==> src/rtl/rv_consts.svh <==
// rv64 core constants
`ifndef RV_CONSTS_SVH
`define RV_CONSTS_SVH

// data path width
`define RV_XLEN 64
// first fetch address after reset
`define RV_RESET_PC 64'h0000_0000_0000_1000

// major opcodes
`define RV_OP_OP     7'b0110011
`define RV_OP_IMM    7'b0010011
`define RV_OP_LUI    7'b0110111
`define RV_OP_AUIPC  7'b0010111
`define RV_OP_JAL    7'b1101111
`define RV_OP_JALR   7'b1100111
`define RV_OP_LOAD   7'b0000011
`define RV_OP_STORE  7'b0100011
`define RV_OP_SYSTEM 7'b1110011

// funct3 values
`define RV_F3_ADD 3'b000
`define RV_F3_SLT 3'b010
`define RV_F3_XOR 3'b100
`define RV_F3_OR  3'b110
`define RV_F3_AND 3'b111
`define RV_F3_W   3'b010
`define RV_F3_D   3'b011

// funct7 values, plus the one fixed system word
`define RV_F7_BASE 7'b0000000
`define RV_F7_SUB  7'b0100000
`define RV_EBREAK  32'h0010_0073

`endif
==> src/rtl/rv_pkg.sv <==
// rv64 core types
`include "rv_consts.svh"
`default_nettype none

package rv_pkg;

  // instruction format views
  typedef struct packed {
    logic [6:0] funct7;
    logic [4:0] rs2;
    logic [4:0] rs1;
    logic [2:0] funct3;
    logic [4:0] rd;
    logic [6:0] opcode;
  } r_fmt_s;

  typedef struct packed {
    logic [11:0] imm;
    logic [4:0]  rs1;
    logic [2:0]  funct3;
    logic [4:0]  rd;
    logic [6:0]  opcode;
  } i_fmt_s;

  typedef struct packed {
    logic [6:0] imm_hi;
    logic [4:0] rs2;
    logic [4:0] rs1;
    logic [2:0] funct3;
    logic [4:0] imm_lo;
    logic [6:0] opcode;
  } s_fmt_s;

  // u and j share a layout, the bit order of imm differs
  typedef struct packed {
    logic [19:0] imm;
    logic [4:0]  rd;
    logic [6:0]  opcode;
  } uj_fmt_s;

  // one fetched word, read through five formats
  typedef union packed {
    r_fmt_s  r_fmt;
    i_fmt_s  i_fmt;
    s_fmt_s  s_fmt;
    uj_fmt_s u_fmt;
    uj_fmt_s j_fmt;
  } rv_inst_u;

  typedef enum logic [2:0] {
    ALU_ADD,
    ALU_SUB,
    ALU_AND,
    ALU_OR,
    ALU_XOR,
    ALU_SLT
  } alu_op_e;

  typedef enum logic {
    OP_A_REG,
    OP_A_PC
  } op_a_sel_e;

  typedef enum logic [1:0] {
    WB_ALU,
    WB_PC4,
    WB_LOAD
  } wb_sel_e;

  typedef enum logic [1:0] {
    PC_SEQ,
    PC_JAL,
    PC_JALR
  } pc_sel_e;

  typedef enum logic {
    SIZE_WORD,
    SIZE_DOUBLE
  } mem_size_e;

  // decoded controls for one instruction
  typedef struct packed {
    logic [4:0]          rs1;
    logic [4:0]          rs2;
    logic [4:0]          rd;
    logic [`RV_XLEN-1:0] imm;
    alu_op_e             alu_op;
    op_a_sel_e           op_a_sel;
    logic                use_imm;
    wb_sel_e             wb_sel;
    pc_sel_e             pc_sel;
  } ctrl_s;

  // control to bus master
  typedef struct packed {
    logic                valid;
    logic                we;
    mem_size_e           size;
    logic                load_signed;
    logic [`RV_XLEN-1:0] addr;
    logic [`RV_XLEN-1:0] wdata;
  } bus_req_s;

  // bus master to core, rdata already aligned
  typedef struct packed {
    logic                done;
    logic [`RV_XLEN-1:0] rdata;
  } bus_rsp_s;

  // wishbone master outputs
  typedef struct packed {
    logic                cyc;
    logic                stb;
    logic                we;
    logic [7:0]          sel;
    logic [`RV_XLEN-1:0] adr;
    logic [`RV_XLEN-1:0] dat;
  } wb_m2s_s;

endpackage

`default_nettype wire

==> src/rtl/rv_alu.sv <==
// integer alu
`include "rv_consts.svh"
`default_nettype none

module rv_alu import rv_pkg::*; (
  input  wire ctrl_s               ctrl,
  input  wire logic [`RV_XLEN-1:0] rdata_1,
  input  wire logic [`RV_XLEN-1:0] rdata_2,
  input  wire logic [`RV_XLEN-1:0] inst_pc,
  output logic      [`RV_XLEN-1:0] alu_result
);

  logic [`RV_XLEN-1:0] op_a;
  logic [`RV_XLEN-1:0] op_b;
  logic                lt;

  // operand a: register or pc of this instruction (auipc)
  assign op_a = (ctrl.op_a_sel == OP_A_PC) ? inst_pc : rdata_1;
  // operand b: register or immediate
  assign op_b = ctrl.use_imm ? ctrl.imm : rdata_2;

  // signed compare for slt
  assign lt = $signed(op_a) < $signed(op_b);

  always_comb begin
    case (ctrl.alu_op)
      ALU_SUB: alu_result = op_a - op_b;
      ALU_AND: alu_result = op_a & op_b;
      ALU_OR:  alu_result = op_a | op_b;
      ALU_XOR: alu_result = op_a ^ op_b;
      ALU_SLT: alu_result = {{(`RV_XLEN-1){1'b0}}, lt};
      // add also forms addresses and jalr targets
      default: alu_result = op_a + op_b;
    endcase
  end

endmodule

`default_nettype wire

==> config.mk <==
export PLATFORM = sky130hd
export DESIGN_NAME = rv_alu
export DESIGN_NICKNAME = d
export VERILOG_FILES = /design/src/rtl/rv_pkg.sv /design/src/rtl/rv_alu.sv
export VERILOG_INCLUDE_DIRS = /design/src /design/src/rtl
export SDC_FILE = /design/constraint.sdc
export NUM_CORES = 1
export LEC_CHECK = 0
export BUFFER_PORTS_ARGS = -buffer_cell sky130_fd_sc_hd__buf_2
export CORE_ASPECT_RATIO = 1.2
export CORE_MARGIN = 2
export CORE_UTILIZATION = 45
export DETAILED_ROUTE_END_ITERATION = 8
export PLACE_DENSITY = 0.7
export SETUP_SLACK_MARGIN = 0.05
export SYNTH_ARGS = -nofsm -noshare
export SYNTH_HDL_FRONTEND = slang
export SYNTH_SLANG_ARGS = --single-unit
==> constraint.sdc <==
create_clock -name vclk -period 6
set_clock_uncertainty 0.1 [all_clocks]
set_input_delay 0.3 -clock vclk [all_inputs]
set_output_delay 0.3 -clock vclk [all_outputs]
set_load 0.005 [all_outputs]
; After elaboration in Yosys (flattened, before gate mapping)
; Cells that the tools add are included.
[totals]
register_bits = 0
word_cells = 14
in_bits = 280
out_inout_bits = 64
[op_classes]
n_addsub = 2
muxes = 3
n_eq_ne = 5
bitwise = 3
n_lt_le_gt_ge = 1
[op_table]
columns = operator, count
row1 = $pmux 64 s5, 1
row2 = $mux 64, 2
row3 = $add 64x64->64, 1
row4 = $and 64x64->64, 1
row5 = $lt 64x64->1, 1
row6 = $or 64x64->64, 1
row7 = $sub 64x64->64, 1
row8 = $xor 64x64->64, 1
row9 = $eq 3x2->1 const B, 2
row10 = $eq 3x3->1 const B, 2
row11 = $eq 3x1->1 const B, 1

; Logic depth before layout (Yosys ltp)
[depth]
depth_word = 3
ltp_mapped = 17
mapped_depth_nobuf = 15

; Worst setup path before layout
; OpenSTA, ideal clock, no wires.
[synth_path]
kind = input -> output
startpoint = input ctrl[5] (netlist bit)
endpoint = output alu_result[48]
t_required_ps = 5600
arrival_time_ps = 4304
slack_ps = 1296
path_buffers = 2
path_stages = 17
cell_sequence = clkbuf_1 > clkbuf_1 > mux2i_1 > inv_1 > ha_1 > inv_1 > fa_1 > nand2b_1 > a21oi_1 > nor2_1 > o211a_4 > o41a_1 > o31ai_4 > a31oi_2 > or3_1 > a32oi_1 > nor2_1
[synth_between]
elab_chain_cells = 3
elab_cells_between_ends = 7
classes_between = add/sub (2) / mux (2) / bitwise (3)
[synth_lines]
columns = element, line_no
row1 = start: declaration, rv_alu.sv:6  ; input wire ctrl_s ctrl,
row2 = $mux 64 *, rv_alu.sv:18  ; assign op_a = (ctrl.op_a_sel == OP_A_PC) ? inst_pc : rdata_1;
row3 = $add 64x64->64 (tied with other cells), rv_alu.sv:33  ; default: alu_result = op_a + op_b;
row4 = $pmux 64 s5 *, rv_alu.sv:26  ; case (ctrl.alu_op)
row5 = end: declaration, rv_alu.sv:10  ; output logic [`RV_XLEN-1:0] alu_result
; Mark *: on every way between the ends. The rest lies on a longest branch, timed or not.

; Worst setup path after layout
[layout_path]
startpoint = input ctrl[4] (netlist bit)
endpoint = output alu_result[58]
[layout_between]
elab_chain_cells = 3
elab_cells_between_ends = 7
classes_between = add/sub (2) / mux (2) / bitwise (3)
[layout_lines]
columns = element, line_no
row1 = $mux 64 *, rv_alu.sv:20  ; assign op_b = ctrl.use_imm ? ctrl.imm : rdata_2;
row2 = $add 64x64->64 (tied with other cells), rv_alu.sv:33
row3 = $pmux 64 s5 *, rv_alu.sv:26
; Marked as above.

==> flow_summary_export.csv <==
group,metric,value,unit
drt,vias,17022,
placed_design,dp_cells,2693,
pwr,intPower,789.7,µW
drt,post-route-drc-count,0,
flow_run,maxCapViolations,0,
yosys,synthXorXnorAreaFrac,2.842,%
cells_and_area,syn2layout_area_growth,14.94,%
placed_design,place_area,0.01523,mm²
global_routing,grt_max_degree,70,
drt,first_iter_violations,1423,
sta,finalSetupTns,0,ns
yosys,yosys.cell_types.count,83,
clocking,ctsHoldBuffers,0,
cells_and_area,num-fill-cells,3048,
placed_design,globalplace.congestion,1.005,
pwr,power_density,140.9,mW/mm²
floorplanning,core,0.02884,mm²
pwr,clockPowerShare,0,%
critical_path,setup.worst_path.start,"ctrl[4]",
clocking,cts.repair.resized,0,
critical_path,cpMostUsedCell,"buf_4",
yosys,synth_top_family_by_area,"compound AO/OA/AOI/OAI gates",
global_routing,grt_pass1_vias,16366,
sta,maxSlewViolCount,0,
cells_and_area,finalNetCount,2784,
critical_path,cp-end-kind,"output pin",
yosys,yosys_warnings,0,
yosys,yosysSeqAreaShare,0,%
cells_and_area,multi_input_area,0.01188,mm²
floorplanning,rows,68,
global_routing,track_usage,35.46,%
critical_path,path_class,"in -> out",
sta,min_period,5.419,ns
placed_design,dp_hpwl,46070,µm
drt,drtPass1Iterations,5,
drt,wirelength,57730,µm
pwr,comb_power_share,100.0,%
worst_hold_path,hold_class,"in -> out",
sta,setup_violations,0,
critical_path,crit_end,"alu_result[58]",
sta,rsz0062_at_grt,"no",
critical_path,cp.depth,16,
critical_path,startpoint_type,"primary input",
sta,worstMarginPinSlew,1.001,ns
yosys,synthSimpleGateAreaFrac,18.55,%
yosys,synthCells,2071,
critical_path,critPathMaxFanout,17,
cells_and_area,seqCellArea,0,µm²
cells_and_area,stdcell_count,2693,
global_routing,grt_pass1_wl,88500,µm
critical_path,crit_slowest_cell,"nor4_1",
cells_and_area,clkbuf_count,0,
yosys,synthAdderAreaFrac,18.43,%
sta,fin_crit_sh,90.32,%
sta,fmax,0.1845,GHz
cells_and_area,diodes,0,
cells_and_area,drive_above_1_share,17.37,%
sta,slew_headroom,32.93,%
pwr,p_sw,1.356,mW
drt,antenna_left,0,
drt,wl_per_cell,21.44,µm
yosys,synthMuxAreaShare,10.22,%
pwr,seq_power_share,0,%
floorplanning,die_h,192.0,µm
global_routing,grt_overflow,0,
critical_path,worstPathArrival,5.02,ns
floorplanning,die_w,160.6,µm
sta,hold_violations,0,
drt,vias_per_cell,6.321,
critical_path,cp_top_family,"compound AO/OA/AOI/OAI gates",
critical_path,path_buf_inv,4,
clocking,cts_setup_buffers,0,
cells_and_area,numSequentialCells,0,
critical_path,worst-endpoint-required,5.60,ns
floorplanning,io_pins,344,
yosys,synthesis.nets,2545,
yosys,synth-compound-area-share,39.50,%
floorplanning,die_area,0.03084,mm²
pwr,p_leak,7.448,nW
pwr,peakVddDrop,0.00006576,V
critical_path,path_cells,"buf_4 -> buf_12 -> mux2i_1 -> ha_1 -> nor4_1 -> nand2_1 -> a2111oi_1 -> a2111oi_2 -> a31oi_1 -> buf_4 -> o31a_1 -> a221o_1 -> a2111oi_0 -> a41oi_1 -> a32oi_1 -> buf_2",
yosys,netlist_area,0.01325,mm²
cells_and_area,final_area,0.01523,mm²
outcome,outcome,"completed",
yosys,syn_avg_cell_area,6.398,µm²
pwr,swShare,63.20,%
placed_design,port-buffer-count,325,
critical_path,cpPeakStageDelay,0.71,ns
floorplanning,initial_utilization,45.94,%
global_routing,antenna_found_initial,0,
## cell families (layout without fill, tap and decap cells)
logic type,count (synthesis),count (layout)
compound gates,809,809
simple gates,529,529
buf+inv,361,598
fa+ha+maj,194,194
mux,135,135
xor+xnor,43,43
## stage by stage
stage / hold WS, ns / setup slack (ns) / utilization [%] / power, mW
floorplan: 0.8394 / 1.296 / - / 1.417
global placement: 1.119 / 0.6662 / 52.80 / 2.062
detailed placement: 1.117 / 0.6732 / 52.80 / 2.089
CTS: 1.126 / 0.6591 / 52.80 / 2.100
global route: 1.172 / 0.4129 / 52.80 / 2.335
finish: 1.139 / 0.5810 / 52.80 / 2.146
## synthesized netlist by cell type, types with 11 or more instances
cell type | count | share of area [%]
a211oi_1 | 28 | 1.6
a21boi_0 | 13 | 0.74
a21o_1 | 18 | 1.0
a21oi_1 | 242 | 9.1
a22oi_1 | 37 | 2.1
a31oi_1 | 29 | 1.4
buf_1 | 19 | 0.54
buf_2 | 16 | 0.60
clkbuf_1 | 98 | 2.8
ha_1 | 192 | 18
inv_1 | 222 | 6.3
mux2i_1 | 133 | 10
nand2_1 | 145 | 4.1
nand2b_1 | 11 | 0.52
nand3_1 | 30 | 1.1
nand4_1 | 30 | 1.4
nor2_1 | 175 | 5.0
nor2b_1 | 22 | 1.0
nor3_1 | 39 | 1.5
nor4_1 | 24 | 1.1
o211ai_1 | 34 | 1.9
o21a_1 | 14 | 0.79
o21ai_0 | 153 | 5.8
o21bai_1 | 41 | 2.3
o221ai_1 | 16 | 1.1
o22ai_1 | 37 | 1.7
o31ai_1 | 32 | 1.8
xnor2_1 | 39 | 2.6
## how the worst min path moves through the flow
stage | startpoint | to | slack (ns) | cells past startpoint
after global routing | ctrl[8] | alu_result[1] | 1.17 | 4
after detailed placement | ctrl[8] | alu_result[1] | 1.12 | 4
final | ctrl[8] | alu_result[1] | 1.14 | 4
after floorplan | ctrl[8] | alu_result[13] | 0.84 | 3
after global placement | ctrl[8] | alu_result[1] | 1.12 | 4
after CTS | ctrl[8] | alu_result[1] | 1.13 | 4
## routing by layer
| metal | part of all wire [%] | GRT usage [%] | vias to the layer above |
|---|---|---|---|
| li1 | - | - | 8047 |
| met1 | 39 | 41.71 | 7945 |
| met2 | 49 | 64.89 | 832 |
| met3 | 7.4 | 3.196 | 198 |
| met4 | 5.3 | 16.63 | 0 |
| met5 | 0 | 0 | - |
## tightest hold or removal path: cells and delay by family
kind | cells | cell delay (ns)
buffers and inverters | 2 | 0.39
AO/OA/AOI/OAI | 1 | 0.05
AND/OR/NAND/NOR | 1 | 0.17
## power by group through the flow
stage | Clock (mW) | Sequential (mW) | Combinational [mW]
floorplan | 0 | 0 | 1.42
global placement | 0 | 0 | 2.06
detailed placement | 0 | 0 | 2.09
CTS | 0 | 0 | 2.10
global route | 0 | 0 | 2.34
finish | 0 | 0 | 2.15
## cell usage in the layout, fill, tap and decap left out, types with 32 or more instances in the layout
cell type  count
mux2i_1      133
nor3_1        38
o22ai_1       37
nor2_1       175
o21bai_1      41
o21ai_0      152
nand2_1      145
a22oi_1       37
o211ai_1      34
buf_2        322
o31ai_1       32
buf_4         49
a21oi_1      241
xnor2_1       39
ha_1         192
inv_1        222
## area by class of cell
cell class	count	area share [%]
inverter	225	5.546
multi-input combinational	1710	78.03
tap	385	3.163
timing repair buffer	373	13.26
No activity file was read; power rests on OpenSTA's default activity.
