==> src/rtl/rv_consts.svh <==
// rv64 core constants
`ifndef RV_CONSTS_SVH
`define RV_CONSTS_SVH

// data path width
`define RV_XLEN 64
// first fetch address after reset
`define RV_RESET_PC 64'h0000_0000_0000_1000

// major opcodes
`define RV_OP_OP     7'b0110011
`define RV_OP_IMM    7'b0010011
`define RV_OP_LUI    7'b0110111
`define RV_OP_AUIPC  7'b0010111
`define RV_OP_JAL    7'b1101111
`define RV_OP_JALR   7'b1100111
`define RV_OP_LOAD   7'b0000011
`define RV_OP_STORE  7'b0100011
`define RV_OP_SYSTEM 7'b1110011

// funct3 values
`define RV_F3_ADD 3'b000
`define RV_F3_SLT 3'b010
`define RV_F3_XOR 3'b100
`define RV_F3_OR  3'b110
`define RV_F3_AND 3'b111
`define RV_F3_W   3'b010
`define RV_F3_D   3'b011

// funct7 values, plus the one fixed system word
`define RV_F7_BASE 7'b0000000
`define RV_F7_SUB  7'b0100000
`define RV_EBREAK  32'h0010_0073

`endif
==> src/rtl/rv_pkg.sv <==
// rv64 core types
`include "rv_consts.svh"
`default_nettype none

package rv_pkg;

  // instruction format views
  typedef struct packed {
    logic [6:0] funct7;
    logic [4:0] rs2;
    logic [4:0] rs1;
    logic [2:0] funct3;
    logic [4:0] rd;
    logic [6:0] opcode;
  } r_fmt_s;

  typedef struct packed {
    logic [11:0] imm;
    logic [4:0]  rs1;
    logic [2:0]  funct3;
    logic [4:0]  rd;
    logic [6:0]  opcode;
  } i_fmt_s;

  typedef struct packed {
    logic [6:0] imm_hi;
    logic [4:0] rs2;
    logic [4:0] rs1;
    logic [2:0] funct3;
    logic [4:0] imm_lo;
    logic [6:0] opcode;
  } s_fmt_s;

  // u and j share a layout, the bit order of imm differs
  typedef struct packed {
    logic [19:0] imm;
    logic [4:0]  rd;
    logic [6:0]  opcode;
  } uj_fmt_s;

  // one fetched word, read through five formats
  typedef union packed {
    r_fmt_s  r_fmt;
    i_fmt_s  i_fmt;
    s_fmt_s  s_fmt;
    uj_fmt_s u_fmt;
    uj_fmt_s j_fmt;
  } rv_inst_u;

  typedef enum logic [2:0] {
    ALU_ADD,
    ALU_SUB,
    ALU_AND,
    ALU_OR,
    ALU_XOR,
    ALU_SLT
  } alu_op_e;

  typedef enum logic {
    OP_A_REG,
    OP_A_PC
  } op_a_sel_e;

  typedef enum logic [1:0] {
    WB_ALU,
    WB_PC4,
    WB_LOAD
  } wb_sel_e;

  typedef enum logic [1:0] {
    PC_SEQ,
    PC_JAL,
    PC_JALR
  } pc_sel_e;

  typedef enum logic {
    SIZE_WORD,
    SIZE_DOUBLE
  } mem_size_e;

  // decoded controls for one instruction
  typedef struct packed {
    logic [4:0]          rs1;
    logic [4:0]          rs2;
    logic [4:0]          rd;
    logic [`RV_XLEN-1:0] imm;
    alu_op_e             alu_op;
    op_a_sel_e           op_a_sel;
    logic                use_imm;
    wb_sel_e             wb_sel;
    pc_sel_e             pc_sel;
  } ctrl_s;

  // control to bus master
  typedef struct packed {
    logic                valid;
    logic                we;
    mem_size_e           size;
    logic                load_signed;
    logic [`RV_XLEN-1:0] addr;
    logic [`RV_XLEN-1:0] wdata;
  } bus_req_s;

  // bus master to core, rdata already aligned
  typedef struct packed {
    logic                done;
    logic [`RV_XLEN-1:0] rdata;
  } bus_rsp_s;

  // wishbone master outputs
  typedef struct packed {
    logic                cyc;
    logic                stb;
    logic                we;
    logic [7:0]          sel;
    logic [`RV_XLEN-1:0] adr;
    logic [`RV_XLEN-1:0] dat;
  } wb_m2s_s;

endpackage

`default_nettype wire

==> src/rtl/rv_regfile.sv <==
// integer register file
`include "rv_consts.svh"
`default_nettype none

module rv_regfile import rv_pkg::*; (
  input  wire logic                clk,
  input  wire logic                rst_n,
  input  wire ctrl_s               ctrl,
  input  wire logic                rf_we,
  input  wire logic [`RV_XLEN-1:0] alu_result,
  input  wire logic [`RV_XLEN-1:0] load_data,
  input  wire logic [`RV_XLEN-1:0] pc_plus4,
  output logic      [`RV_XLEN-1:0] rdata_1,
  output logic      [`RV_XLEN-1:0] rdata_2
);

  logic [`RV_XLEN-1:0] regs [32];
  logic [`RV_XLEN-1:0] wdata;

  // write back source
  always_comb begin
    case (ctrl.wb_sel)
      WB_PC4:  wdata = pc_plus4;
      WB_LOAD: wdata = load_data;
      default: wdata = alu_result;
    endcase
  end

  // flop array, cleared on reset
  always_ff @(posedge clk or negedge rst_n) begin
    if (!rst_n) begin
      for (int i = 0; i < 32; i++) begin
        regs[i] <= '0;
      end
    end else if (rf_we && ctrl.rd != 5'd0) begin
      regs[ctrl.rd] <= wdata;
    end
  end

  // x0 reads as zero regardless of contents
  assign rdata_1 = (ctrl.rs1 == 5'd0) ? '0 : regs[ctrl.rs1];
  assign rdata_2 = (ctrl.rs2 == 5'd0) ? '0 : regs[ctrl.rs2];

endmodule

`default_nettype wire

==> config.mk <==
export PLATFORM = sky130hd
export DESIGN_NAME = rv_regfile
export DESIGN_NICKNAME = d
export VERILOG_FILES = /design/src/rtl/rv_pkg.sv /design/src/rtl/rv_regfile.sv
export VERILOG_INCLUDE_DIRS = /design/src /design/src/rtl
export SDC_FILE = /design/constraint.sdc
export NUM_CORES = 2
export LEC_CHECK = 0
export ABC_AREA = 0
export BUFFER_PORTS_ARGS = -buffer_cell sky130_fd_sc_hd__buf_2
export CAP_MARGIN = 30
export CORE_MARGIN = 5
export CORE_UTILIZATION = 41
export DETAILED_ROUTE_END_ITERATION = 10
export PLACE_DENSITY = 0.6
export SYNTH_ARGS = -nofsm -noshare
export SYNTH_HDL_FRONTEND = slang
export SYNTH_SLANG_ARGS = --single-unit
==> constraint.sdc <==
create_clock -name clk -period 2.7 [get_ports clk]
set_input_delay 0.135 -clock clk [delete_from_list [all_inputs] [get_ports clk]]
set_output_delay 0.135 -clock clk [all_outputs]
set_load 0.1 [all_outputs]
Word level (Yosys, flattened, before mapping)
Cells that the tools add are included.

operators by class
  reductions and logical operators = 5
  multiplexer cells = 12
  $lt $le $gt $ge = 4
  bitwise operators = 3
  eq/ne operators = 2

operator list
  cell                  number
  $bwmux W2048          1
  $bmux W64 S5          2
  $mux W64              7
  $demux W64 S5         1
  $pmux W64 S2          1
  $ge A6 B6 Y1 const B  3
  $not A5 Y6            3
  $logic_not A5 Y1      2
  $lt A6 B1 Y1 const B  1
  $reduce_bool A5 Y1    1
  $eq A2 B1 Y1 const B  1
  $eq A2 B2 Y1 const B  1
  $logic_and A1 B1 Y1   2

word-level totals
  input port bits = 283
  register bits = 2,048
  output and inout bits = 128

Depth between registers and ports, before layout
  depth in word-level cells = 6
  gate-level depth with buffers = 10
  gate-level depth less buffers = 6

Worst setup path before layout
Ideal clock, no wire load.

  path type = input-to-output
  start point = in ctrl[79] (netlist bit)
  end point = out rdata_2[25]
  cell stages on the path = 7
  setup slack = -3.272 ns
  arrival = 5.837 ns
  cell sequence = buf_4 buf_2 buf_2 or2_2 o22ai_1 nor4_1 a2111oi_0

between the ends
  cells in the longest elaborated chain, start to end = 5
  elaborated cells on any way between the ends = 6

RTL lines
  item                                         RTL line          RTL
  from (decl)                                  rv_regfile.sv:8   input wire ctrl_s ctrl,
  $not A5 Y6 (not written as such)             rv_regfile.sv:42  assign rdata_2 = (ctrl.rs2 == 5'd0) ? '0 : regs[ctrl.rs2];
  $bmux W64 S5                                 rv_regfile.sv:42
  $mux W64 (not written as such) (2 in a row)  rv_regfile.sv:42
  $mux W64 *                                   rv_regfile.sv:42
  to (decl)                                    rv_regfile.sv:14  output logic [`RV_XLEN-1:0] rdata_2

Every way passes the cells marked *; elsewhere a longest branch is shown, timed or not. The select of a mux whose other input is x is not followed.

Worst setup path after layout
  start point = reg regs[345] (netlist bit)
  end point = out rdata_2[25]

between the ends
  cells in the longest elaborated chain, start to end = 4

RTL lines
  item                                         RTL line          RTL
  from (decl)                                  rv_regfile.sv:17  logic [`RV_XLEN-1:0] regs [32];
  from (signal, indexed assignment)            rv_regfile.sv:36  regs[ctrl.rd] <= wdata;
  $bmux W64 S5                                 rv_regfile.sv:42
  $mux W64 (not written as such) (2 in a row)  rv_regfile.sv:42
  $mux W64                                     rv_regfile.sv:42

No other way between the ends. The select of a mux whose other input is x is not followed.

==> impl_summary.log <==
[metrics] status: complete, but fails checks
[metrics] failing checks: negative setup slack
[metrics] period utilization: 109%
[metrics] final sum of negative setup slack: -6.78 ns
[metrics] number of pins exceeding their max-slew limit in the final report: 0
[metrics] Syn Inst Count: 9524
[metrics] net count after synthesis: between 9000 and 10000
[metrics] Max Clock Freq: roughly 340 MHz
[metrics] vertical extent of the die: just over 500 um
[metrics] width of the die: 516 um
[metrics] CP max FO: 3
[metrics] clock edge transition at the registers on the reported setup and hold paths: 0.06 ns
[metrics] count of buffers from port buffering: 339
[metrics] slowest stage cell on the critical path: a2111oi_4
[metrics] PwrDens: 733 mW/mm2
[metrics] area inside the core boundary: 0.256 mm2
[metrics] I/O pin count: 411
[metrics] predominant post-synthesis flop cell: dfrtp_1
[metrics] CP Capture Type: output port
[metrics] first-pass GRT wire length: 571 mm
[metrics] layout-stage area growth over the synthesis result: 21.0%
[metrics] Routability Congestion: 0.863
[metrics] internal cell power: 64.4 mW
[metrics] remaining antenna violation count after routing: 0
[metrics] final setup vio count: 78
[metrics] average routed wire per standard cell: about 29 um
[metrics] peak per-stage delay on the critical path: 0.72 ns
[metrics] Hold WC Path Type: in2reg
[metrics] DRC Markers: 0
[metrics] GR Overflow Total: 0
[metrics] GRT Overall Usage: 28.9%
[metrics] number of synthesized register bits: 2048
[metrics] Routed met2 length: between 150 and 200 mm
[metrics] maximum level of the CTS H-tree: 4
[metrics] type of origin of the critical path: flip-flop
[metrics] critical-path cell list: mux4_2 > mux4_2 > inv_2 > a2111oi_4 > buf_12
[metrics] total count of hold-check failures in the final report: 0
[metrics] post-detailed-placement half-perimeter wirelength: 243 mm
[metrics] Setup WS post-layout: -0.251 ns
[metrics] fraction of final layout cells sized beyond drive strength 1: 27.5%
[metrics] maximum number of pins on one net before global-route repair: 129
[metrics] most used cell, CP: mux4_2
[metrics] Seq/Total Area, Yosys: 48.7%
[metrics] number of enable flip-flop cells after synthesis: 0
[metrics] fraction of power spent switching nets: 31.0%
[metrics] flip-flop count of the largest register, all copies and words added: ~2000
[metrics] initial core utilization: approximately two fifths
[metrics] via-per-instance ratio: between 6 and 7
[metrics] first drt pass iteration count: 6
[metrics] clk_lat worst skew: around 0.86 ns
[metrics] Synthesis Warnings: 0
[metrics] pin slew with the least headroom to its limit: 1.09 ns
[metrics] RSZ-0062 raised after global routing: yes
[metrics] WL met3: between 30 and 40 mm
[metrics] number of nets in the layout: 10100
[metrics] net switching power of the design: 28.9 mW
[metrics] Root Buffer Master: clkbuf_16
[metrics] Leakage Power: ~55 nW
[metrics] relative contribution of combinational cells to total power: 24.4%
[metrics] synth unique cells: 46
[metrics] FP Rows: approximately 190
[metrics] deepest clock path buffer count: 3
[metrics] mean instance size in the synthesized netlist: 11.0 um2
[metrics] sequential cell fraction of total power: a little over two fifths
[metrics] antenna violations before repair: 10
[metrics] Highest Signal Layer: met5
[metrics] crit path kind: reg2out
[metrics] Tot Pwr: 93.3 mW
[metrics] minimum period implied by the final worst setup slack: 2.95 ns
[metrics] Worst IR Drop VDD: between 700 and 800 uV
[metrics] clock tree from TritonCTS: done
[metrics] CP arrival: around 2.8 ns
[metrics] total clock buffers created by CTS: 209
[metrics] overall via count from detail_route: 83400
[metrics] Crit path required time: 2.57 ns
[metrics] Post-Synthesis Cell Area: 0.105 mm2
[metrics] number of max-capacitance violations reported: 0
[metrics] Detailed Route Iter0 Violations: 9253
[metrics] detailed-route wire length on metal 1: roughly 150 mm
[metrics] Largest regs: regs x2048
[metrics] vias in the first global route: 83700
[metrics] register with the highest flop count: regs
[metrics] total die area: 0.267 mm2
[metrics] clock sinks: 2048
[metrics] Worst slew margin: between 20% and 30%
[metrics] share of synthesized flip-flops with an asynchronous set or reset: 100%
[metrics] total wire length: 389 mm
[metrics] worst setup skew after layout: 0 ns
[metrics] fraction of power consumed by the clock network: 32.9%
## area by class of cell
class / instances / area, um2
fill: 22200 / 129000
clock buffer: 306 / 6250
inverter: 7 / 27.5
tap: 3384 / 4230
multi-input combinational: 6377 / 51300
clock inverter: 72 / 967
timing repair buffer: 1183 / 13200
sequential: 2048 / 51200
antenna: 11 / 27.5
## layer usage
| metal | vias to the layer above | track usage (%) |
|---|---|---|
| met4 | 6 | 16.6 |
| met3 | 1111 | 5.97 |
| met1 | 42700 | 37.9 |
| li1 | 35200 | - |
| met2 | 4308 | 44.8 |
| met5 | - | 0 |
## power groups by stage
stage | logic, mW | clock network [mW] | registers [mW]
floorplan | 14.3 | 0 | 38.8
global placement | 20.8 | 0 | 39.7
detailed placement | 21.3 | 0 | 40.1
CTS | 22.4 | 31.1 | 39.6
global route | 24.5 | 32.3 | 40.3
finish | 22.8 | 30.7 | 39.8
## critical path: cells and delay by family, from the launching register on
kind	cells	cell delay, ns
buffers and inverters	2	0.33
flip-flops	1	0.38
AO/OA/AOI/OAI	1	0.72
multiplexers	2	0.51
## layout by cell type, fill, tap and decap left out, types with 13 or more instances in the layout
master,netlist,layout
buf_12,0,337
mux2i_1,373,362
o211ai_1,31,31
a21oi_1,109,41
dlygate4sd3_1,0,129
a21o_1,36,18
a221oi_1,50,37
a22oi_1,138,110
nand3_1,33,19
a32oi_1,31,23
o2111ai_2,0,27
clkinv_2,0,39
a22oi_2,0,28
a21oi_2,0,68
o221ai_1,51,44
buf_6,21,16
a22o_1,31,31
nand2_1,2125,2098
nor2b_1,19,13
dfrtp_1,2048,2048
clkbuf_16,0,214
nand2_4,0,21
clkbuf_8,0,56
buf_2,132,201
nor2_1,102,95
o21ai_0,1985,1985
clkbuf_1,863,37
bufinv_16,0,22
and3_4,0,29
buf_4,33,485
o22ai_1,85,72
mux4_2,909,909
a21o_4,0,18
mux2_2,128,120
## worst paths after layout
path	from	end	slack [ns]	depth (start not counted)
min in group asynchronous	rst_n	regs[6]$_DFFE_PN0P_	0.12	3
setup / recovery	regs[345]$_DFFE_PN0P_	rdata_2[25]	-0.25	5
max in group asynchronous	rst_n	regs[662]$_DFFE_PN0P_	1.80	3
hold / removal	rf_we	regs[1676]$_DFFE_PN0P_	0.08	6
hold reg to reg	regs[2004]$_DFFE_PN0P_	regs[2004]$_DFFE_PN0P_	0.39	0
setup reg to reg	regs[631]$_DFFE_PN0P_	regs[631]$_DFFE_PN0P_	1.81	4
## cells by family after synthesis
kind of cell    Yosys count  synth area share (%)
compound gates         2609                  13.8
simple gates           2356                  8.68
flops                  2048                  48.7
mux                    1410                  24.4
buf+inv                1099                  4.35
fa+ha+maj                 2                0.0238
## Yosys cell counts, drive strengths merged, types with 5 or more instances
| cell type | count | share of area [%] |
|---|---|---|
| o22ai | 85 | 0.51 |
| o221ai | 51 | 0.42 |
| nand4 | 10 | 0.059 |
| o22a | 6 | 0.050 |
| dfrtp | 2048 | 49 |
| a2111oi | 5 | 0.042 |
| nor2 | 102 | 0.36 |
| a22oi | 138 | 0.99 |
| clkbuf | 864 | 3.1 |
| o2111ai | 31 | 0.26 |
| nand3 | 33 | 0.16 |
| a32oi | 31 | 0.26 |
| or3 | 7 | 0.042 |
| o21ai | 1985 | 9.4 |
| and3 | 31 | 0.18 |
| mux4 | 909 | 19 |
| a22o | 31 | 0.26 |
| nor3 | 5 | 0.024 |
| o211ai | 31 | 0.22 |
| mux2 | 128 | 1.4 |
| nor2b | 19 | 0.11 |
| nor4 | 6 | 0.036 |
| a221oi | 50 | 0.42 |
| nand2b | 10 | 0.059 |
| inv | 6 | 0.021 |
| buf | 228 | 1.2 |
| a21o | 36 | 0.26 |
| a221o | 13 | 0.12 |
| mux2i | 373 | 3.6 |
| a21oi | 109 | 0.52 |
| nand2 | 2125 | 7.6 |
## stage by stage
stage | util [%] | cell area, um2 | instances | hold slack, ns | setup slack (ns)
final | 49.7 | 127000 | 13400 | 0.0778 | -0.251
after global routing | 49.7 | 127000 | 13400 | 0.110 | -0.260
after CTS | 49.4 | 126000 | 13300 | 0.0223 | -0.335
after detailed placement | 45.5 | 117000 | 12700 | 0.0972 | 0.0871
after global placement | 45.5 | 116000 | 12700 | 0.0925 | 0.0908
after floorplan | - | 105000 | 9524 | -0.161 | 0.187
## repair_timing
item / 4_1_cts / 5_1_grt
endpoints found under the hold margin: 3768 / 0
pin swaps: 159 / 57
endpoints found under the setup margin: 116 / 118
hold buffers: 130 / 0
gates resized for setup: 182 / 65
setup buffers: 107 / 58
Note: power is estimated with default switching activity, not from simulation.
