[config.mk]
export PLATFORM = sky130hd
export DESIGN_NAME = rv_pc_unit
export DESIGN_NICKNAME = d
export VERILOG_FILES = /design/src/rtl/rv_pkg.sv /design/src/rtl/rv_pc_unit.sv
export VERILOG_INCLUDE_DIRS = /design/src /design/src/rtl
export SDC_FILE = /design/constraint.sdc
export NUM_CORES = 1
export LEC_CHECK = 0
export BUFFER_PORTS_ARGS = -buffer_cell sky130_fd_sc_hd__buf_2
export CORE_MARGIN = 5
export CORE_UTILIZATION = 47
export CTS_CLUSTER_SIZE = 40
export DETAILED_ROUTE_END_ITERATION = 8
export PLACE_DENSITY = 0.82
export SKIP_CTS_REPAIR_TIMING = 1
export SYNTH_ARGS = -nofsm -noshare
export SYNTH_HDL_FRONTEND = slang
export SYNTH_SLANG_ARGS = --single-unit
export TNS_END_PERCENT = 50
[constraint.sdc]
create_clock -name clk -period 2.89 [get_ports clk]
set_input_delay 0.289 -clock clk [delete_from_list [all_inputs] [get_ports clk]]
set_output_delay 0.289 -clock clk [all_outputs]
set_load 0.03 [all_outputs]
[src/rtl/rv_consts.svh]
// rv64 core constants
`ifndef RV_CONSTS_SVH
`define RV_CONSTS_SVH

// data path width
`define RV_XLEN 64
// first fetch address after reset
`define RV_RESET_PC 64'h0000_0000_0000_1000

// major opcodes
`define RV_OP_OP     7'b0110011
`define RV_OP_IMM    7'b0010011
`define RV_OP_LUI    7'b0110111
`define RV_OP_AUIPC  7'b0010111
`define RV_OP_JAL    7'b1101111
`define RV_OP_JALR   7'b1100111
`define RV_OP_LOAD   7'b0000011
`define RV_OP_STORE  7'b0100011
`define RV_OP_SYSTEM 7'b1110011

// funct3 values
`define RV_F3_ADD 3'b000
`define RV_F3_SLT 3'b010
`define RV_F3_XOR 3'b100
`define RV_F3_OR  3'b110
`define RV_F3_AND 3'b111
`define RV_F3_W   3'b010
`define RV_F3_D   3'b011

// funct7 values, plus the one fixed system word
`define RV_F7_BASE 7'b0000000
`define RV_F7_SUB  7'b0100000
`define RV_EBREAK  32'h0010_0073

`endif
[src/rtl/rv_pkg.sv]
// rv64 core types
`include "rv_consts.svh"
`default_nettype none

package rv_pkg;

  // instruction format views
  typedef struct packed {
    logic [6:0] funct7;
    logic [4:0] rs2;
    logic [4:0] rs1;
    logic [2:0] funct3;
    logic [4:0] rd;
    logic [6:0] opcode;
  } r_fmt_s;

  typedef struct packed {
    logic [11:0] imm;
    logic [4:0]  rs1;
    logic [2:0]  funct3;
    logic [4:0]  rd;
    logic [6:0]  opcode;
  } i_fmt_s;

  typedef struct packed {
    logic [6:0] imm_hi;
    logic [4:0] rs2;
    logic [4:0] rs1;
    logic [2:0] funct3;
    logic [4:0] imm_lo;
    logic [6:0] opcode;
  } s_fmt_s;

  // u and j share a layout, the bit order of imm differs
  typedef struct packed {
    logic [19:0] imm;
    logic [4:0]  rd;
    logic [6:0]  opcode;
  } uj_fmt_s;

  // one fetched word, read through five formats
  typedef union packed {
    r_fmt_s  r_fmt;
    i_fmt_s  i_fmt;
    s_fmt_s  s_fmt;
    uj_fmt_s u_fmt;
    uj_fmt_s j_fmt;
  } rv_inst_u;

  typedef enum logic [2:0] {
    ALU_ADD,
    ALU_SUB,
    ALU_AND,
    ALU_OR,
    ALU_XOR,
    ALU_SLT
  } alu_op_e;

  typedef enum logic {
    OP_A_REG,
    OP_A_PC
  } op_a_sel_e;

  typedef enum logic [1:0] {
    WB_ALU,
    WB_PC4,
    WB_LOAD
  } wb_sel_e;

  typedef enum logic [1:0] {
    PC_SEQ,
    PC_JAL,
    PC_JALR
  } pc_sel_e;

  typedef enum logic {
    SIZE_WORD,
    SIZE_DOUBLE
  } mem_size_e;

  // decoded controls for one instruction
  typedef struct packed {
    logic [4:0]          rs1;
    logic [4:0]          rs2;
    logic [4:0]          rd;
    logic [`RV_XLEN-1:0] imm;
    alu_op_e             alu_op;
    op_a_sel_e           op_a_sel;
    logic                use_imm;
    wb_sel_e             wb_sel;
    pc_sel_e             pc_sel;
  } ctrl_s;

  // control to bus master
  typedef struct packed {
    logic                valid;
    logic                we;
    mem_size_e           size;
    logic                load_signed;
    logic [`RV_XLEN-1:0] addr;
    logic [`RV_XLEN-1:0] wdata;
  } bus_req_s;

  // bus master to core, rdata already aligned
  typedef struct packed {
    logic                done;
    logic [`RV_XLEN-1:0] rdata;
  } bus_rsp_s;

  // wishbone master outputs
  typedef struct packed {
    logic                cyc;
    logic                stb;
    logic                we;
    logic [7:0]          sel;
    logic [`RV_XLEN-1:0] adr;
    logic [`RV_XLEN-1:0] dat;
  } wb_m2s_s;

endpackage

`default_nettype wire

[src/rtl/rv_pc_unit.sv]
// program counter unit
`include "rv_consts.svh"
`default_nettype none

module rv_pc_unit import rv_pkg::*; (
  input  wire logic                clk,
  input  wire logic                rst_n,
  input  wire ctrl_s               ctrl,
  input  wire logic                pc_we,
  input  wire logic                inst_latch,
  input  wire logic [`RV_XLEN-1:0] alu_result,
  output logic      [`RV_XLEN-1:0] pc,
  output logic      [`RV_XLEN-1:0] inst_pc,
  output logic      [`RV_XLEN-1:0] pc_plus4
);

  logic [`RV_XLEN-1:0] next_pc;

  // link value for jal/jalr
  assign pc_plus4 = inst_pc + 64'd4;

  always_comb begin
    case (ctrl.pc_sel)
      PC_JAL:  next_pc = inst_pc + ctrl.imm;
      // jalr target has bit 0 cleared
      PC_JALR: next_pc = {alu_result[`RV_XLEN-1:1], 1'b0};
      default: next_pc = pc_plus4;
    endcase
  end

  // fetch pointer
  always_ff @(posedge clk or negedge rst_n) begin
    if (!rst_n) begin
      pc <= `RV_RESET_PC;
    end else if (pc_we) begin
      pc <= next_pc;
    end
  end

  // pc of the instruction in flight, taken with the fetched word
  always_ff @(posedge clk) begin
    if (inst_latch) begin
      inst_pc <= pc;
    end
  end

endmodule

`default_nettype wire

=== After elaboration in Yosys (flattened, before gate mapping) ===
Index checks and enable logic that the tools add are counted.
Widths: inputs -> output; s select.

* Add/sub/neg operators: 2
* Eq/ne operators: 2
* Muxes and demuxes: 1

{| class="wikitable"
|+ Operators with widths
! cell !! count
|-
| $pmux 64 s2 || 1
|-
| $add 64x3->64 const B || 1
|-
| $add 64x64->64 || 1
|-
| $eq 2x1->1 const B || 1
|-
| $eq 2x2->1 const B || 1
|}

* Bits in registers: 128
* Input bits: 156
* Output and inout port bits: 192
* Logic and storage cells: 7

=== Logic depth before layout (Yosys ltp) ===
* Depth in word-level cells: 2
* Mapped depth: 13
* Mapped depth without buffers: 13

=== Worst setup path after synthesis ===
No wires, ideal clock.

* Path kind: register to register
* Start point: register inst_pc[0]
* End point: register pc[34]
* Setup time: 0.125 ns
* Arrival time: 2.922 ns
* Required time: 2.765 ns
* Slack: -0.157 ns
* Stages on the path, launching flop included: 14
* Buffers on the path: 0
* Period minus slack after synthesis: 3.047 ns
* Cell sequence: edfxtp_1 > ha_1 > inv_1 > fa_1 > nor2b_1 > o211ai_1 > a31o_2 > a2111oi_2 > nor2_1 > o21bai_2 > xnor2_1 > o21ai_0 > o21a_1 > mux2_2

* Cells in the longest elaborated chain, start to end: 2
* Elaborated cells between the ends (all ways): 3
* Those cells by class: add/sub: 2; mux: 1

{| class="wikitable"
|+ RTL lines
! what !! line !! source
|-
| start, declared || rv_pc_unit.sv:13 || <nowiki>output logic [`RV_XLEN-1:0] inst_pc,</nowiki>
|-
| start signal, assigned || rv_pc_unit.sv:43 || <nowiki>inst_pc <= pc;</nowiki>
|-
| $add 64x3->64 or $add 64x64->64 (tied branches) || rv_pc_unit.sv:20, rv_pc_unit.sv:24 ||
|-
| $pmux 64 s2 (*) || rv_pc_unit.sv:23 || <nowiki>case (ctrl.pc_sel)</nowiki>
|-
| end signal, assigned || rv_pc_unit.sv:34 || <nowiki>pc <= `RV_RESET_PC;</nowiki>
|-
| end signal, assigned || rv_pc_unit.sv:36 || <nowiki>pc <= next_pc;</nowiki>
|-
| end, declared || rv_pc_unit.sv:12 || <nowiki>output logic [`RV_XLEN-1:0] pc,</nowiki>
|}

Every way passes the cells marked *; elsewhere a longest branch is shown, timed or not.
A chain may end at the register's enable or synchronous reset.

=== Worst setup path in the final report ===
* Start point: register inst_pc[3]
* End point: output port pc_plus4[54]

* Cells in the longest elaborated chain, start to end: 1

{| class="wikitable"
|+ RTL lines
! what !! line !! source
|-
| $add 64x3->64 || rv_pc_unit.sv:20 || <nowiki>assign pc_plus4 = inst_pc + 64'd4;</nowiki>
|-
| end, declared || rv_pc_unit.sv:14 || <nowiki>output logic [`RV_XLEN-1:0] pc_plus4</nowiki>
|}

Every way passes these cells.

==> results by stage <==
Detailed routing:
- The number of vias in the routed layout is 12200.
- In the routed design, unresolved DRC markers number 0.
- The residual antenna-violating net count after detailed routing is 0.
- The overall routed net length is 44100 um.
- The violation count after the first detailed-route iteration is 1362.
- The iteration count of the initial detailed-routing pass is 6.
- The average routed wire per standard cell is roughly 22 um.
- The mean number of vias per cell is 6.20.

Layout:
- The count of nets after finishing is 1890.
- In the layout the commonest cells are sky130_fd_sc_hd__buf_2 (299), sky130_fd_sc_hd__buf_4 (187), sky130_fd_sc_hd__nand2_1 (116).
- Of the cells placed in the final design, the portion with a size suffix greater than 1 is a little over two fifths.
- The area growth from synthesis to final layout is 49.4%.
- The library cell used most frequently in the layout, excluding fill and tap cells, is sky130_fd_sc_hd__buf_2.
- The share of the core filled with cells is a little under three quarters.
- The final-layout fill cell count is 1582.

Clocking:
- The H-tree generated during clock tree synthesis spans 4 levels.
- The number of buffers on the longest clock path is 2.
- In this run the clock root is driven by a sky130_fd_sc_hd__clkbuf_16.
- After clock tree synthesis, the clock-pin slew on the worst setup and hold paths is roughly 0.060 ns.
- TritonCTS built the clock tree.
- The clock latency on the worst-skew pair is 0.43 ns.
- TritonCTS created 17 clock buffers.
- The clock sink total is 128.

Yosys:
- Synthesis produced a netlist with a net count of about 1400.
- The post-synthesis cell area is 10400 um^2.
- The area fraction in compound gates after synthesis is 24.4%.
- The count of different cell masters after synthesis is 76.
- The main combinational cell family by area after synthesis is compound AO/OA/AOI/OAI gates.
- In the synthesized netlist the dominant register cell turns out to be sky130_fd_sc_hd__edfxtp_1.
- Counting every instance in the synthesized netlist gives 1187.
- The simple-gate portion of the synthesized area is 18.1%.
- The count of yosys warnings during synthesis is 0.
- Sequential elements use 34.0% of the synthesized area.
- The synthesized design contains between 60 and 70 enable-type register cells.
- The synthesized netlist devotes 9.87% of its cell area to XOR and XNOR gates.
- After Yosys synthesis, full adders, half adders and majority gates account for under 10% of the synthesized area.
- The flip-flop and latch count after synthesis is around 130.
- The multiplexer share of the synthesized area is 1.47%.
- After synthesis, the share of flip-flops with an asynchronous set or reset is 50.0%.
- A synthesized cell averages 8.73 um^2.

STA:
- The time the final worst path needs with I/O delays and setup is approximately 3.1 ns.
- In this run the tightest slew margin relative to its limit is 20.5%.
- The transition time at the pin with the least slew margin is about 1.2 ns.
- The top achievable clock speed is 0.319 GHz.
- The smallest setup slack after layout is -0.243 ns.
- Dividing the final minimum period by the clock period gives 108%.
- Setup violations remaining at the end of the flow were counted as 55.
- Setup repair after global routing could not meet its margin everywhere.
- The total count of hold-check failures in the final report is 2.
- For the final database, setup skew stands at 0.0177 ns.
- The worst hold slack is -0.00424 ns.
- The final-report max-slew violation count is 0.

Critical path:
- At the worst endpoint, the arrival time is 2.84 ns.
- The critical path is of the register to output pin type.
- The critical path contains buffers and inverters numbering 4 combined.
- The maximum single-stage delay on the critical path is between 0.3 and 0.4 ns.
- The worst setup path is launched from a register.
- The signal on the critical path passes through ha_2 > nand4_1 > nor3_2 > buf_4 > and4_4 > nand4_1 > buf_6 > nor2_4 > buf_4 > xor2_2 > buf_6.
- The peak fanout along the critical path is 5.
- STA classifies the critical path endpoint as an output pin.
- On the critical path the largest part of the delay comes from simple AND/OR/NAND/NOR gates.
- The critical-path cell with the highest stage delay is sky130_fd_sc_hd__edfxtp_1.
- The data required time of the critical path is 2.60 ns.

Power and ir drop:
- The clock network burns 24.6% of the power.
- The total power density per cell area is 602 nW/um^2.
- The design draws 9.32 mW.
- Net switching is between 40 and 50% of the power.
- The internal power component is between 5 and 6 mW.
- The power spent charging and discharging nets is around 3.9 mW.
- The power share of the sequential group is a little over a quarter.
- The cell leakage power is 6.96 nW.
- The combinational share of power is 48.3%.
- The worst supply voltage drop on vdd is between 0.0003 and 0.0004 V.

GRT:
- The initial antenna violation count is 2.
- The number of global-route vias before repair is 11600.
- Entering global routing, the biggest net connects 57 pins.
- The first global-routing pass estimated 62200 um of wire.
- The total global routing overflow is 0.
- Global routing used 31.7% of the available tracks.

Floorplanning:
- The row count is 54.
- The die covers between 20000 and 30000 um^2.
- The die is 159 um tall.
- 348 I/O pins were placed.
- The die is 159 um wide.
- In this run the standard cell core region covers about 22000 um^2.
- The effective utilization at floorplan is 47.6%.

Flow run:
- Across the run, the number of max-cap violations was 0.

Status:
- The checks that failed: hold timing, setup timing.
- The run finished, with violations left.

Placement:
- Before CTS, the worst setup slack after placement is -0.196 ns.
- In this run the tool buffered the top-level ports with 324 buffer cells.
- The weighted congestion at the end of routability-driven global placement is approximately 0.97.
- Detailed placement finished with a half-perimeter wire length of 31900 um.

Worst hold path:
- In this run the worst hold path is classified as input pin to asynchronous set/reset pin.
synth_stat cells, drive strengths merged (18+ instances only):
cell / number / share of area (%)
nand2: 124 / 4.5
a21oi: 106 / 5.2
nor2: 91 / 3.3
o21ai: 78 / 3.8
xnor2: 71 / 6.0
ha: 66 / 8.0
edfxtp: 64 / 19
dfrtp: 63 / 15
clkbuf: 49 / 1.8
nand3: 46 / 2.3
xor2: 45 / 3.9
a221oi: 42 / 3.5
a21o: 34 / 2.5
nand4: 33 / 2.1
inv: 30 / 1.1
nor3: 21 / 1.1
buf: 19 / 1.1
o31ai: 18 / 1.4
worst paths after layout:
path | cells after the start | start | slack [ns] | endpoint
max in group asynchronous | 2 | rst_n | 2.14 | pc[49]
min | 1 | rst_n | -0.004 | pc[0]
max reg2reg | 15 | inst_pc[0] | -0.19 | pc[62]
max | 11 | inst_pc[3] | -0.24 | pc_plus4[54]
min in group clk | 3 | alu_result[48] | 0.12 | pc[48]
min reg2reg | 0 | pc[0] | 0.47 | inst_pc[0]
worst reg2reg max path, stage by stage (launching register included):
cell                        delay (ns)
sky130_fd_sc_hd__edfxtp_1         0.40
sky130_fd_sc_hd__ha_4             0.17
sky130_fd_sc_hd__inv_2            0.04
sky130_fd_sc_hd__fa_2             0.35
sky130_fd_sc_hd__nor2b_2          0.15
sky130_fd_sc_hd__o211ai_1         0.16
sky130_fd_sc_hd__a31o_2           0.31
sky130_fd_sc_hd__a2111oi_4        0.33
sky130_fd_sc_hd__buf_4            0.19
sky130_fd_sc_hd__o31ai_4          0.09
sky130_fd_sc_hd__o21ai_2          0.19
sky130_fd_sc_hd__buf_4            0.13
sky130_fd_sc_hd__nand4_1          0.09
sky130_fd_sc_hd__nand4b_1         0.14
sky130_fd_sc_hd__xnor2_1          0.14
sky130_fd_sc_hd__a21oi_1          0.08
registers in the layout, indices dropped and copies added (netlist names):
register	cells
inst_pc	64
pc	64
per-layer routing:
layer / track usage [%] / part of all wire, % / vias to the layer above
li1: - / - / 5391
met4: 13.3 / 4.0 / 0
met5: 0 / 0 / -
met1: 42.3 / 38 / 5753
met2: 50.5 / 48 / 857
met3: 5.98 / 10 / 163
cells by family after synthesis:
kind of cell | count (synthesis)
xor+xnor | 116
fa+ha+maj | 67
buf+inv | 100
mux | 14
simple gates | 384
flops | 128
compound gates | 378
power by group through the flow:
stage / clock, mW / combinational, mW / sequential (mW)
5_1_grt: 2.38 / 4.76 / 2.55
3_5_place_dp: 0 / 3.92 / 2.53
6_report: 2.30 / 4.50 / 2.53
4_1_cts: 2.29 / 3.95 / 2.50
3_3_place_gp: 0 / 3.88 / 2.51
2_1_floorplan: 0 / 1.91 / 3.08
through the flow:
| step | cells | hold slack [ns] | cell area [um^2] | setup TNS, ns |
|---|---|---|---|---|
| 2_1_floorplan | 1187 | -0.00659 | 10400 | -0.128 |
| 3_3_place_gp | 1885 | 0.448 | 13300 | -1.67 |
| 3_5_place_dp | 1885 | 0.456 | 13300 | -3.13 |
| 4_1_cts | 1917 | 0.0195 | 13900 | -11.92 |
| 5_1_grt | 1962 | 0.0430 | 15500 | -12.80 |
| 6_report | 1962 | -0.00424 | 15500 | -4.84 |
cell type report:
| type | instances | area [um^2] | share of cell area (%) |
|---|---|---|---|
| Multi-Input combinational cell | 959 | 7470 | 48.3 |
| Inverter | 32 | 120 | 0.776 |
| Timing Repair Buffer | 529 | 3400 | 22.0 |
| Clock inverter | 13 | 163 | 1.05 |
| Antenna cell | 2 | 5.00 | 0.0323 |
| Tap cell | 280 | 350 | 2.26 |
| Clock buffer | 19 | 443 | 2.86 |
| Sequential cell | 128 | 3520 | 22.8 |
Note: power is estimated with default switching activity, not from simulation.
